--- src/logic/link_pkg.sv ---
`default_nettype none

package link_pkg;

  ////////////////////////////////////////////////////////////////////
  // Flit fields

  localparam int state_w  = 4;
  localparam int protid_w = 2;
  localparam int data_w   = 64;
  localparam int crc_w    = 8;

  // Field order matches the upstream and downstream channels
  typedef struct packed {
    logic [state_w-1:0]  state;
    logic [protid_w-1:0] protid;
    logic [data_w-1:0]   data;
    logic                dvalid;
    logic [crc_w-1:0]    crc;
    logic                crc_valid;
    logic                valid;
  } flit_t;

  localparam int flit_w = $bits(flit_t);

  ////////////////////////////////////////////////////////////////////
  // Debug status

  localparam int cnt_w     = 12;
  localparam int err_cnt_w = 6;

  // Status word, 32 bits wide
  typedef struct packed {
    logic                 tx_online_delay;
    logic                 rx_online_delay;
    logic [err_cnt_w-1:0] marker_err_cnt;
    logic [cnt_w-1:0]     tx_flit_cnt;
    logic [cnt_w-1:0]     rx_flit_cnt;
  } dbg_t;

endpackage

`default_nettype wire

--- src/logic/phy_pkg.sv ---
`default_nettype none

package phy_pkg;

  ////////////////////////////////////////////////////////////////////
  // Lane geometry

  localparam int lanes     = 4;
  localparam int lane_w    = 24;
  localparam int payload_w = 22;

  // User bit positions inside one lane word
  localparam int strobe_bit = 23;
  localparam int marker_bit = 22;

  // One lane word, strobe on top
  typedef struct packed {
    logic                 stb;
    logic                 mrk;
    logic [payload_w-1:0] payload;
  } lane_t;

  // Lane 0 in the low bits
  typedef lane_t [lanes-1:0] phy_bus_t;

  ////////////////////////////////////////////////////////////////////
  // Online delay programming

  localparam int delay_w = 16;

endpackage

`default_nettype wire

--- src/logic/link_auto_sync.sv ---
`timescale 1ns/1ps
`default_nettype none

module link_auto_sync (
  input  logic                        clk_wr,
  input  logic                        arst_n,
  input  logic                        tx_online,
  input  logic                        rx_online,
  input  logic [phy_pkg::delay_w-1:0] delay_x,
  input  logic [phy_pkg::delay_w-1:0] delay_y,
  output logic                        tx_online_delay,
  output logic                        rx_online_delay,
  output logic                        tx_mrk,
  output logic                        tx_stb
);

  // Channel 0 is transmit, channel 1 is receive
  logic [1:0]                  go;
  logic [phy_pkg::delay_w-1:0] limit [2];
  logic [phy_pkg::delay_w-1:0] cnt   [2];
  logic [1:0]                  online_q;

  // Receive side waits for the delayed transmit flag
  assign go[0]    = tx_online;
  assign go[1]    = rx_online & online_q[0];
  assign limit[0] = delay_x;
  assign limit[1] = delay_y;

  always_ff @(posedge clk_wr or negedge arst_n) begin
    if (!arst_n) begin
      cnt[0]   <= '0;
      cnt[1]   <= '0;
      online_q <= '0;
    end else begin
      for (int i = 0; i < 2; i++) begin
        if (!go[i]) begin
          cnt[i]      <= '0;
          online_q[i] <= 1'b0;
        end else if (!online_q[i]) begin
          // Counter stops once the flag is up
          cnt[i]      <= cnt[i] + 1'b1;
          online_q[i] <= (cnt[i] + 1'b1) >= limit[i];
        end
      end
    end
  end

  assign tx_online_delay = online_q[0];
  assign rx_online_delay = online_q[1];

  // Persistent marker and strobe
  assign tx_mrk = online_q[0];
  assign tx_stb = online_q[0];

endmodule

`default_nettype wire

--- src/logic/link_lane_concat.sv ---
`timescale 1ns/1ps
`default_nettype none

module link_lane_concat (
  input  logic              clk_wr,
  input  logic              arst_n,
  input  link_pkg::flit_t   tx_flit,
  output link_pkg::flit_t   rx_flit,
  output phy_pkg::phy_bus_t tx_phy,
  input  phy_pkg::phy_bus_t rx_phy,
  input  logic              tx_online_delay,
  input  logic              rx_online_delay,
  input  logic              tx_mrk,
  input  logic              tx_stb,
  output logic              marker_err
);

  // Flat payload across all lanes, flit in the low bits
  logic [phy_pkg::lanes*phy_pkg::payload_w-1:0] tx_bits;
  logic [phy_pkg::lanes*phy_pkg::payload_w-1:0] rx_bits;
  logic [phy_pkg::lane_w-1:0]                   tx_word [phy_pkg::lanes];
  phy_pkg::phy_bus_t                            tx_next;
  logic                                         mrk_all;

  ////////////////////////////////////////////////////////////////////
  // Transmit, flit to lanes

  always_comb begin
    tx_bits                            = '0;
    tx_bits[link_pkg::flit_w-1:0]      = tx_flit;
    for (int i = 0; i < phy_pkg::lanes; i++) begin
      tx_word[i]                       = '0;
      tx_word[i][phy_pkg::strobe_bit]  = tx_stb;
      tx_word[i][phy_pkg::marker_bit]  = tx_mrk;
      tx_word[i][phy_pkg::payload_w-1:0] =
        tx_bits[i*phy_pkg::payload_w +: phy_pkg::payload_w];
      tx_next[i]                       = phy_pkg::lane_t'(tx_word[i]);
    end
  end

  always_ff @(posedge clk_wr or negedge arst_n) begin
    if (!arst_n) begin
      tx_phy <= '0;
    end else if (tx_online_delay) begin
      tx_phy <= tx_next;
    end else begin
      tx_phy <= '0;
    end
  end

  ////////////////////////////////////////////////////////////////////
  // Receive, lanes to flit

  // Every lane must mark the word boundary
  always_comb begin
    rx_bits = '0;
    mrk_all = 1'b1;
    for (int i = 0; i < phy_pkg::lanes; i++) begin
      rx_bits[i*phy_pkg::payload_w +: phy_pkg::payload_w] = rx_phy[i].payload;
      mrk_all = mrk_all & rx_phy[i][phy_pkg::marker_bit];
    end
  end

  always_ff @(posedge clk_wr or negedge arst_n) begin
    if (!arst_n) begin
      rx_flit    <= '0;
      marker_err <= 1'b0;
    end else begin
      if (rx_online_delay && mrk_all) begin
        rx_flit <= link_pkg::flit_t'(rx_bits[link_pkg::flit_w-1:0]);
      end else begin
        rx_flit <= '0;
      end
      // One cycle pulse per rejected word
      marker_err <= rx_online_delay & ~mrk_all;
    end
  end

endmodule

`default_nettype wire

--- src/logic/link_master_top.sv ---
`timescale 1ns/1ps
`default_nettype none

module link_master_top (
  input  logic                        clk_wr,
  input  logic                        arst_n,
  input  logic                        tx_online,
  input  logic                        rx_online,
  input  logic [phy_pkg::delay_w-1:0] delay_x,
  input  logic [phy_pkg::delay_w-1:0] delay_y,
  input  link_pkg::flit_t             dstrm_flit,
  output link_pkg::flit_t             ustrm_flit,
  output phy_pkg::phy_bus_t           tx_phy,
  input  phy_pkg::phy_bus_t           rx_phy,
  output link_pkg::dbg_t              debug_status
);

  ////////////////////////////////////////////////////////////////////
  // Interconnect

  link_pkg::flit_t tx_flit;
  link_pkg::flit_t rx_flit;
  logic            tx_online_delay;
  logic            rx_online_delay;
  logic            tx_mrk;
  logic            tx_stb;
  logic            marker_err;

  ////////////////////////////////////////////////////////////////////
  // Auto sync

  link_auto_sync link_auto_sync_i (
    .clk_wr          (clk_wr),
    .arst_n          (arst_n),
    .tx_online       (tx_online),
    .rx_online       (rx_online),
    .delay_x         (delay_x),
    .delay_y         (delay_y),
    .tx_online_delay (tx_online_delay),
    .rx_online_delay (rx_online_delay),
    .tx_mrk          (tx_mrk),
    .tx_stb          (tx_stb)
  );

  ////////////////////////////////////////////////////////////////////
  // User interface

  link_user_if link_user_if_i (
    .clk_wr          (clk_wr),
    .arst_n          (arst_n),
    .dstrm_flit      (dstrm_flit),
    .tx_flit         (tx_flit),
    .rx_flit         (rx_flit),
    .ustrm_flit      (ustrm_flit),
    .tx_online_delay (tx_online_delay),
    .rx_online_delay (rx_online_delay),
    .marker_err      (marker_err),
    .debug_status    (debug_status)
  );

  ////////////////////////////////////////////////////////////////////
  // PHY side

  link_lane_concat link_lane_concat_i (
    .clk_wr          (clk_wr),
    .arst_n          (arst_n),
    .tx_flit         (tx_flit),
    .rx_flit         (rx_flit),
    .tx_phy          (tx_phy),
    .rx_phy          (rx_phy),
    .tx_online_delay (tx_online_delay),
    .rx_online_delay (rx_online_delay),
    .tx_mrk          (tx_mrk),
    .tx_stb          (tx_stb),
    .marker_err      (marker_err)
  );

endmodule

`default_nettype wire

--- src/logic/link_user_if.sv ---
`timescale 1ns/1ps
`default_nettype none

module link_user_if (
  input  logic            clk_wr,
  input  logic            arst_n,
  input  link_pkg::flit_t dstrm_flit,
  output link_pkg::flit_t tx_flit,
  input  link_pkg::flit_t rx_flit,
  output link_pkg::flit_t ustrm_flit,
  input  logic            tx_online_delay,
  input  logic            rx_online_delay,
  input  logic            marker_err,
  output link_pkg::dbg_t  debug_status
);

  logic [link_pkg::cnt_w-1:0]     tx_cnt;
  logic [link_pkg::cnt_w-1:0]     rx_cnt;
  logic [link_pkg::err_cnt_w-1:0] err_cnt;

  ////////////////////////////////////////////////////////////////////
  // Downstream flit register

  // Held at zero until the transmit side is up
  always_ff @(posedge clk_wr or negedge arst_n) begin
    if (!arst_n) begin
      tx_flit <= '0;
    end else if (tx_online_delay) begin
      tx_flit <= dstrm_flit;
    end else begin
      tx_flit <= '0;
    end
  end

  ////////////////////////////////////////////////////////////////////
  // Upstream flit register

  always_ff @(posedge clk_wr or negedge arst_n) begin
    if (!arst_n) begin
      ustrm_flit <= '0;
    end else begin
      ustrm_flit <= rx_flit;
    end
  end

  ////////////////////////////////////////////////////////////////////
  // Debug counters

  always_ff @(posedge clk_wr or negedge arst_n) begin
    if (!arst_n) begin
      tx_cnt  <= '0;
      rx_cnt  <= '0;
      err_cnt <= '0;
    end else begin
      if (tx_flit.valid) begin
        tx_cnt <= tx_cnt + 1'b1;
      end
      if (rx_flit.valid) begin
        rx_cnt <= rx_cnt + 1'b1;
      end
      // Saturates at all ones
      if (marker_err && (err_cnt != '1)) begin
        err_cnt <= err_cnt + 1'b1;
      end
    end
  end

  always_comb begin
    debug_status                 = '0;
    debug_status.tx_online_delay = tx_online_delay;
    debug_status.rx_online_delay = rx_online_delay;
    debug_status.marker_err_cnt  = err_cnt;
    debug_status.tx_flit_cnt     = tx_cnt;
    debug_status.rx_flit_cnt     = rx_cnt;
  end

endmodule

`default_nettype wire

--- config.mk ---
export PLATFORM = sky130hd
export DESIGN_NAME = link_master_top
export DESIGN_NICKNAME = d
export VERILOG_FILES = /design/src/logic/link_pkg.sv /design/src/logic/phy_pkg.sv /design/src/logic/link_auto_sync.sv /design/src/logic/link_lane_concat.sv /design/src/logic/link_master_top.sv /design/src/logic/link_user_if.sv
export SDC_FILE = /design/constraint.sdc
export NUM_CORES = 1
export LEC_CHECK = 0
export BUFFER_PORTS_ARGS = -buffer_cell sky130_fd_sc_hd__buf_2
export CORE_MARGIN = 2
export CORE_UTILIZATION = 30
export CTS_BUF_LIST = sky130_fd_sc_hd__clkbuf_8
export CTS_CLUSTER_DIAMETER = 120
export DETAILED_ROUTE_END_ITERATION = 10
export GPL_TIMING_DRIVEN = 0
export SLEW_MARGIN = 20
export SYNTH_ARGS = -nofsm -noshare
export SYNTH_HDL_FRONTEND = slang
export SYNTH_HIERARCHICAL = 1
export SYNTH_SLANG_ARGS = --single-unit
--- constraint.sdc ---
create_clock -name clk_wr -period 3.2 [get_ports clk_wr]
set_input_delay 0.16 -clock clk_wr [delete_from_list [all_inputs] [get_ports clk_wr]]
set_output_delay 0.16 -clock clk_wr [all_outputs]
set_load 0.01 [all_outputs]
==> flow_summary.json, run 1 <==
{
  "run_status": "completed",
  "hold_slack_ns": 0.144,
  "num_vias": 10190,
  "cts_tree": "built",
  "max_freq_mhz": 361,
  "synth_cell_types": 55,
  "first_global_vias": 10787,
  "synth_seq_cells": 391,
  "antenna_found_initial": 2,
  "p_sw_w": 0.00227,
  "finalWeightedCongestion": 0.791,
  "min_path_type": "input port to flop",
  "clock_skew_ns": 0.0362,
  "avgSynthCellArea_um2": 13.4,
  "rr_worst_depth": 10,
  "cts.sink_count": 391,
  "grt-ovfl-total": 0,
  "yosys.area_share.simple_pct": 17.2,
  "routed_via_density": 4.26,
  "power_leakage_nw": 11.4,
  "drtAntennaViolNets": 0,
  "pwr-share-clk_pct": 46.5,
  "drt-total-wl_um": 36300,
  "htree_levels": 3,
  "cp.arrival_ns": 3.28,
  "drive_gt1_share_pct": 32.0,
  "r2r_end": "link_auto_sync_i/online_q[1]$_DFF_PN0_",
  "cts.clk_slew.worst_paths_ns": 0.07,
  "synth_cells": 1069,
  "synthArstFlopShare_pct": 100,
  "dieHeight_um": 222,
  "cts-root-buf": "clkbuf_8",
  "finalCriticalPeriod_ns": 2.77,
  "io_buffers": 403,
  "power.share.sequential_pct": 48.6,
  "synth_top_family_by_area": "simple AND/OR/NAND/NOR gates",
  "tightest_slew_ns": 0.502,
  "critPathMaxFanout": 9,
  "synth_area_leaders": "dfrtp_1 68%, and2_1 7.3%, and3_1 3.7%, ha_1 3.2%, xor2_1 2.2%",
  "hpwl_um": 25000,
  "cts_buffers": 69,
  "cap_violations": 0,
  "finalHoldViolCount": 0,
  "postCtsSetupRepairBufs": 0,
  "start_kind": "flop",
  "row_count": 80,
  "rsz0062_at_grt": "false",
  "end_kind": "flop",
  "required_ns": 3.71,
  "track_usage_pct": 14.8,
  "synth-main-ff-cell": "dfrtp_1",
  "synthAdderAreaFrac_pct": 3.24,
  "clockBufferDepth": 3,
  "initial_core_util_pct": 30.2,
  "synth_most_common_cell": "dfrtp_1",
  "syn_area_mm2": 0.0143,
  "areaGrowthSynthToFinish_pct": 42.5,
  "synth_compound_area_share_pct": 2.24,
  "fin_crit_sh_pct": 86.6,
  "min_path_cells": 5,
  "firstDrtPassIters": 4,
  "synth.yosys.seq_area_share_pct": 68.4,
  "grt_first_pass_wirelength_um": 57900,
  "fin_util_pct": 43.0,
  "yosys_warnings": 6,
  "synthXorXnorAreaFrac_pct": 4.22,
  "grt_max_degree": 98,
  "cellInternalPower_w": 0.00795,
  "synth_enable_flop_cells": 0,
  "irDropWorstVdd_v": 0.000344,
  "finalSetupTns_ns": 0,
  "finalSetupViolCount": 0,
  "muxShareOfSynthArea_pct": 0.525,
  "synth.largest_area_cell": "dfrtp_1",
  "dieArea_mm2": 0.0495,
  "crit_type": "flop to flop",
  "power_density_mw_per_mm2": 501,
  "reg2reg_from": "link_auto_sync_i/cnt[0]$_DFFE_PN0P_",
  "hold_end": "link_auto_sync_i/online_q[0]$_DFF_PN0_",
  "comb_power_share_pct": 4.9,
  "reg2reg_slack_ns": 0.43,
  "min_from": "delay_x[0]",
  "synth_top_area_share_pct": 68.4,
  "p_sw_share_pct": 22.2,
  "wl_per_cell_um": 15.2,
  "slew_headroom_pct": 66.5,
  "io_pins": 422,
  "clk_latency_ns": 0.63,
  "drv_slew": 0,
  "nNetsFinal": 1970,
  "coreArea_mm2": 0.0474,
  "synthTopCellsByCount": "391 x dfrtp_1, 167 x and2_1, 85 x and3_1",
  "drc_errors": 0,
  "drtIter0Drc": 460,
  "die_w_um": 222
}
## how the worst max path moves through the flow
stage | from | to | slack (ns) | cells after the start
4_1_cts | link_auto_sync_i/cnt[0]$_DFFE_PN0P_ | link_auto_sync_i/online_q[1]$_DFF_PN0_ | 0.47 | 10
3_5_place_dp | link_auto_sync_i/cnt[0]$_DFFE_PN0P_ | link_auto_sync_i/online_q[1]$_DFF_PN0_ | 0.46 | 10
5_1_grt | link_auto_sync_i/cnt[0]$_DFFE_PN0P_ | link_auto_sync_i/online_q[1]$_DFF_PN0_ | 0.15 | 10
3_3_place_gp | arst_n | link_auto_sync_i/cnt[0]$_DFFE_PN0P_ | -5.47 | 1
6_report | link_auto_sync_i/cnt[0]$_DFFE_PN0P_ | link_auto_sync_i/online_q[1]$_DFF_PN0_ | 0.43 | 10
2_1_floorplan | link_auto_sync_i/cnt[16]$_DFFE_PN0P_ | link_auto_sync_i/online_q[0]$_DFF_PN0_ | 0.91 | 10
## power groups by stage
stage | registers [W] | logic (W) | clock network, W
3_3_place_gp | 0.00505 | 0.000308 | 0
2_1_floorplan | 0.00505 | 0.0000726 | 0
4_1_cts | 0.00496 | 0.000505 | 0.00495
5_1_grt | 0.00496 | 0.000553 | 0.00518
6_report | 0.00496 | 0.000496 | 0.00475
3_5_place_dp | 0.00505 | 0.000334 | 0
## cells by family after synthesis
| logic type | after synthesis |
|---|---|
| flip-flops | 391 |
| multiplexers | 7 |
| adder cells (fa/ha/maj) | 37 |
| XOR/XNOR | 69 |
| AO/OA/AOI/OAI | 56 |
| buffers and inverters | 101 |
| AND/OR/NAND/NOR | 407 |
| other | 1 |
## routing by layer
metal | part of all wire (%) | global-route usage, %
met5 | 0 | 0
met4 | 3.2 | 6.43
met3 | 4.8 | 3.61
met2 | 50 | 24.9
met1 | 41 | 18.1
## cell type report
| cell class | count | area [um^2] |
|---|---|---|
| clock buffers | 91 | 1250 |
| flip-flops and latches | 391 | 9780 |
| inverters | 35 | 131 |
| multi-input cells | 583 | 3950 |
| fillers | 4388 | 27100 |
| repair buffers | 574 | 3820 |
| plain buffers | 66 | 470 |
| clock inverters | 34 | 209 |
| diodes | 3 | 7.51 |
| well taps | 615 | 769 |
## what timing repair did
action	CTS	global route
setup endpoints to repair	0	0
hold endpoints to repair	482	0
gates resized for setup	0	0
hold buffers	167	0
## metrics by stage
| stage | instance area [um^2] | cells | worst slack, ns | total power [W] |
|---|---|---|---|---|
| after floorplan | 14300 | 1075 | 0.911 | 0.00513 |
| after global placement | 17100 | 2093 | -5.47 | 0.00536 |
| after detailed placement | 17200 | 2097 | 0.456 | 0.00538 |
| after CTS | 20400 | 2389 | 0.473 | 0.0104 |
| after global routing | 20400 | 2391 | 0.149 | 0.0107 |
| final | 20400 | 2392 | 0.430 | 0.0102 |
## sequential cells by signal, summed over array words and instances, names as in the netlist
register and cells:
link_auto_sync_i/cnt 32, link_auto_sync_i/online_q 2, link_lane_concat_i/marker_err 1, link_lane_concat_i/rx_flit 81, link_lane_concat_i/tx_phy 83, link_user_if_i/err_cnt 6, link_user_if_i/rx_cnt 12, link_user_if_i/tx_cnt 12
link_user_if_i/tx_flit 81, link_user_if_i/ustrm_flit 81
## layout by cell type (no fill, tap or decap), types with 22 or more instances in the layout
cell / n
a21oi_1: 26
and2_1: 167
and3_1: 85
buf_2: 408
clkbuf_1: 29
clkbuf_8: 91
dfrtp_1: 391
dlygate4sd3_1: 166
ha_1: 37
inv_1: 53
nand2_1: 27
nand4_1: 22
nor2_1: 36
xnor2_1: 33
xor2_1: 36
## worst max-delay path, stage by stage (launching register included)
cell	delay (ns)
dfrtp_1	0.43
ha_1	0.18
clkbuf_1	0.36
nand4_1	0.30
nor2_1	0.20
xor2_1	0.23
ha_1	0.27
nand2_1	0.09
o21ai_0	0.11
a2111oi_0	0.38
a21oi_1	0.12
(Power assumes the default switching activity.)
==> run 2: changes to the inputs <==
Settings changed: RECOVER_POWER from default to 50, TNS_END_PERCENT from default to 30.
==> flow_summary.json, run 2 (same netlist as run 1, synthesis figures left out) <==
{
  "run_status": "complete, but fails checks",
  "violations": "max-capacitance violations, max-slew violations",
  "row_count": 80,
  "slew_headroom_pct": -57.4,
  "setup_ws_ns": 0.430,
  "drc_errors": 0,
  "final_cells": 2392,
  "fin_crit_sh_pct": 86.5,
  "firstDrtPassIters": 4,
  "grt_max_degree": 98,
  "drtIter0Drc": 489,
  "first_global_vias": 10787,
  "end_kind": "flop",
  "required_ns": 3.71,
  "drv_slew": 312,
  "cts.clk_slew.worst_paths_ns": 0.07,
  "drt-total-wl_um": 36400,
  "track_usage_pct": 14.8,
  "min_path_type": "input port to flop",
  "die_w_um": 222,
  "antenna_found_initial": 2,
  "placed_cells": 2097,
  "drtAntennaViolNets": 0,
  "final_cell_mix": "406 x buf_2, 391 x dfrtp_1, 167 x and2_1",
  "clk_latency_ns": 0.63,
  "power_leakage_nw": 11.3,
  "max_freq_mhz": 361,
  "start_kind": "flop",
  "power_density_mw_per_mm2": 503,
  "hpwl_um": 25000,
  "initial_core_util_pct": 30.2,
  "grt_first_pass_wirelength_um": 57900,
  "htree_levels": 3,
  "clockBufferDepth": 3,
  "routed_via_density": 4.27,
  "irDropWorstVdd_v": 0.000344,
  "cpMostUsedCell": "ha_1",
  "nNetsFinal": 1970,
  "crit_slowest_cell": "dfrtp_1",
  "cts.sink_count": 391,
  "cts-root-buf": "clkbuf_8",
  "finalWeightedCongestion": 0.791,
  "fill_cells": 4405,
  "finalCriticalPeriod_ns": 2.77,
  "dieHeight_um": 222,
  "dieArea_mm2": 0.0495,
  "drive_gt1_share_pct": 31.6,
  "crit_buf_inv": 1,
  "finalSetupViolCount": 0,
  "num_vias": 10205,
  "areaGrowthSynthToFinish_pct": 41.7,
  "cap_violations": 4,
  "finalHoldViolCount": 0,
  "cts_buffers": 69,
  "pre_cts_slack_ns": 0.456,
  "regMostFlops": "link_lane_concat_i/tx_phy",
  "crit_type": "flop to flop",
  "largest_reg_flops": 83,
  "cts_tree": "built",
  "grt-ovfl-total": 0,
  "clock_skew_ns": 0.0363,
  "io_pins": 422,
  "slowest_delay_ns": 0.43,
  "cp.arrival_ns": 3.28,
  "critPathMaxFanout": 9,
  "critical-path-top-delay-family": "compound AO/OA/AOI/OAI gates",
  "cts-resized-gates": 0,
  "postCtsSetupRepairBufs": 0,
  "hold_buffers": 167,
  "critical_path.cell_chain": "ha_1 -> clkbuf_1 -> nand4_1 -> nor2_1 -> xor2_1 -> ha_1 -> nand2_1 -> o21ai_0 -> a2111oi_0 -> a21oi_1",
  "io_buffers": 403,
  "wl_per_cell_um": 15.2,
  "final_common_cell": "buf_2",
  "tightest_slew_ns": 2.36,
  "rsz0062_at_grt": "false",
  "coreArea_mm2": 0.0474
}
## run 2: report_power, final
part	internal, W	switching (W)
sequential	0.00496	0.00000895
combinational	0.000265	0.000216
clock	0.00271	0.00204
## run 2: final timing paths
kind                                                     startpoint                                       end  slack (ns)  cells after the start
min in group asynchronous                                    arst_n      link_user_if_i/rx_cnt[9]$_DFFE_PN0P_        0.93                      3
max reg2reg                     link_auto_sync_i/cnt[0]$_DFFE_PN0P_    link_auto_sync_i/online_q[1]$_DFF_PN0_        0.43                     10
min                                                      delay_x[0]    link_auto_sync_i/online_q[0]$_DFF_PN0_        0.14                      5
min reg2reg                link_lane_concat_i/rx_flit[78]$_DFF_PN0_   link_user_if_i/ustrm_flit[78]$_DFF_PN0_        0.34                      0
max                             link_auto_sync_i/cnt[0]$_DFFE_PN0P_    link_auto_sync_i/online_q[1]$_DFF_PN0_        0.43                     10
max in group asynchronous                                    arst_n  link_lane_concat_i/rx_flit[73]$_DFF_PN0_        0.69                      3
## run 2: per-layer routing
metal	track usage, %	part of all wire, %
met1	18.1	42
met2	24.9	51
met3	3.61	4.7
met4	6.43	3.2
met5	0	0
## run 2: cell type report
| cell class | count | area [um^2] | area share [%] |
|---|---|---|---|
| Antenna cell | 3 | 7.51 | 0.0370 |
| Buffer | 66 | 464 | 2.29 |
| Clock buffer | 91 | 1250 | 6.18 |
| Clock inverter | 34 | 209 | 1.03 |
| Inverter | 35 | 131 | 0.648 |
| Multi-Input combinational cell | 583 | 3930 | 19.4 |
| Sequential cell | 391 | 9780 | 48.3 |
| Tap cell | 615 | 769 | 3.80 |
| Timing Repair Buffer | 574 | 3720 | 18.4 |
## run 2: per-stage QoR
stage	util (%)	hold WS, ns	TNS, ns	total power, W	area (um^2)
6_report	42.7	0.143	0	0.0102	20300
5_1_grt	42.7	0.0893	0	0.0107	20300
4_1_cts	43.0	0.0590	0	0.0104	20400
3_5_place_dp	36.3	0.0718	0	0.00538	17200
3_3_place_gp	36.1	0.331	-2112.44	0.00536	17100
2_1_floorplan	-	-0.136	0	0.00513	14300
## run 2: worst register-to-register path, delay by kind of cell, from the launching register on
family / cells / cell delay [ns]
and+or+nand+nor: 3 / 0.59
buffers and inverters: 1 / 0.36
xor gates and xnor gates: 1 / 0.23
AOI/OAI and AO/OA: 3 / 0.61
adders and majority gates: 2 / 0.45
DFF: 1 / 0.43
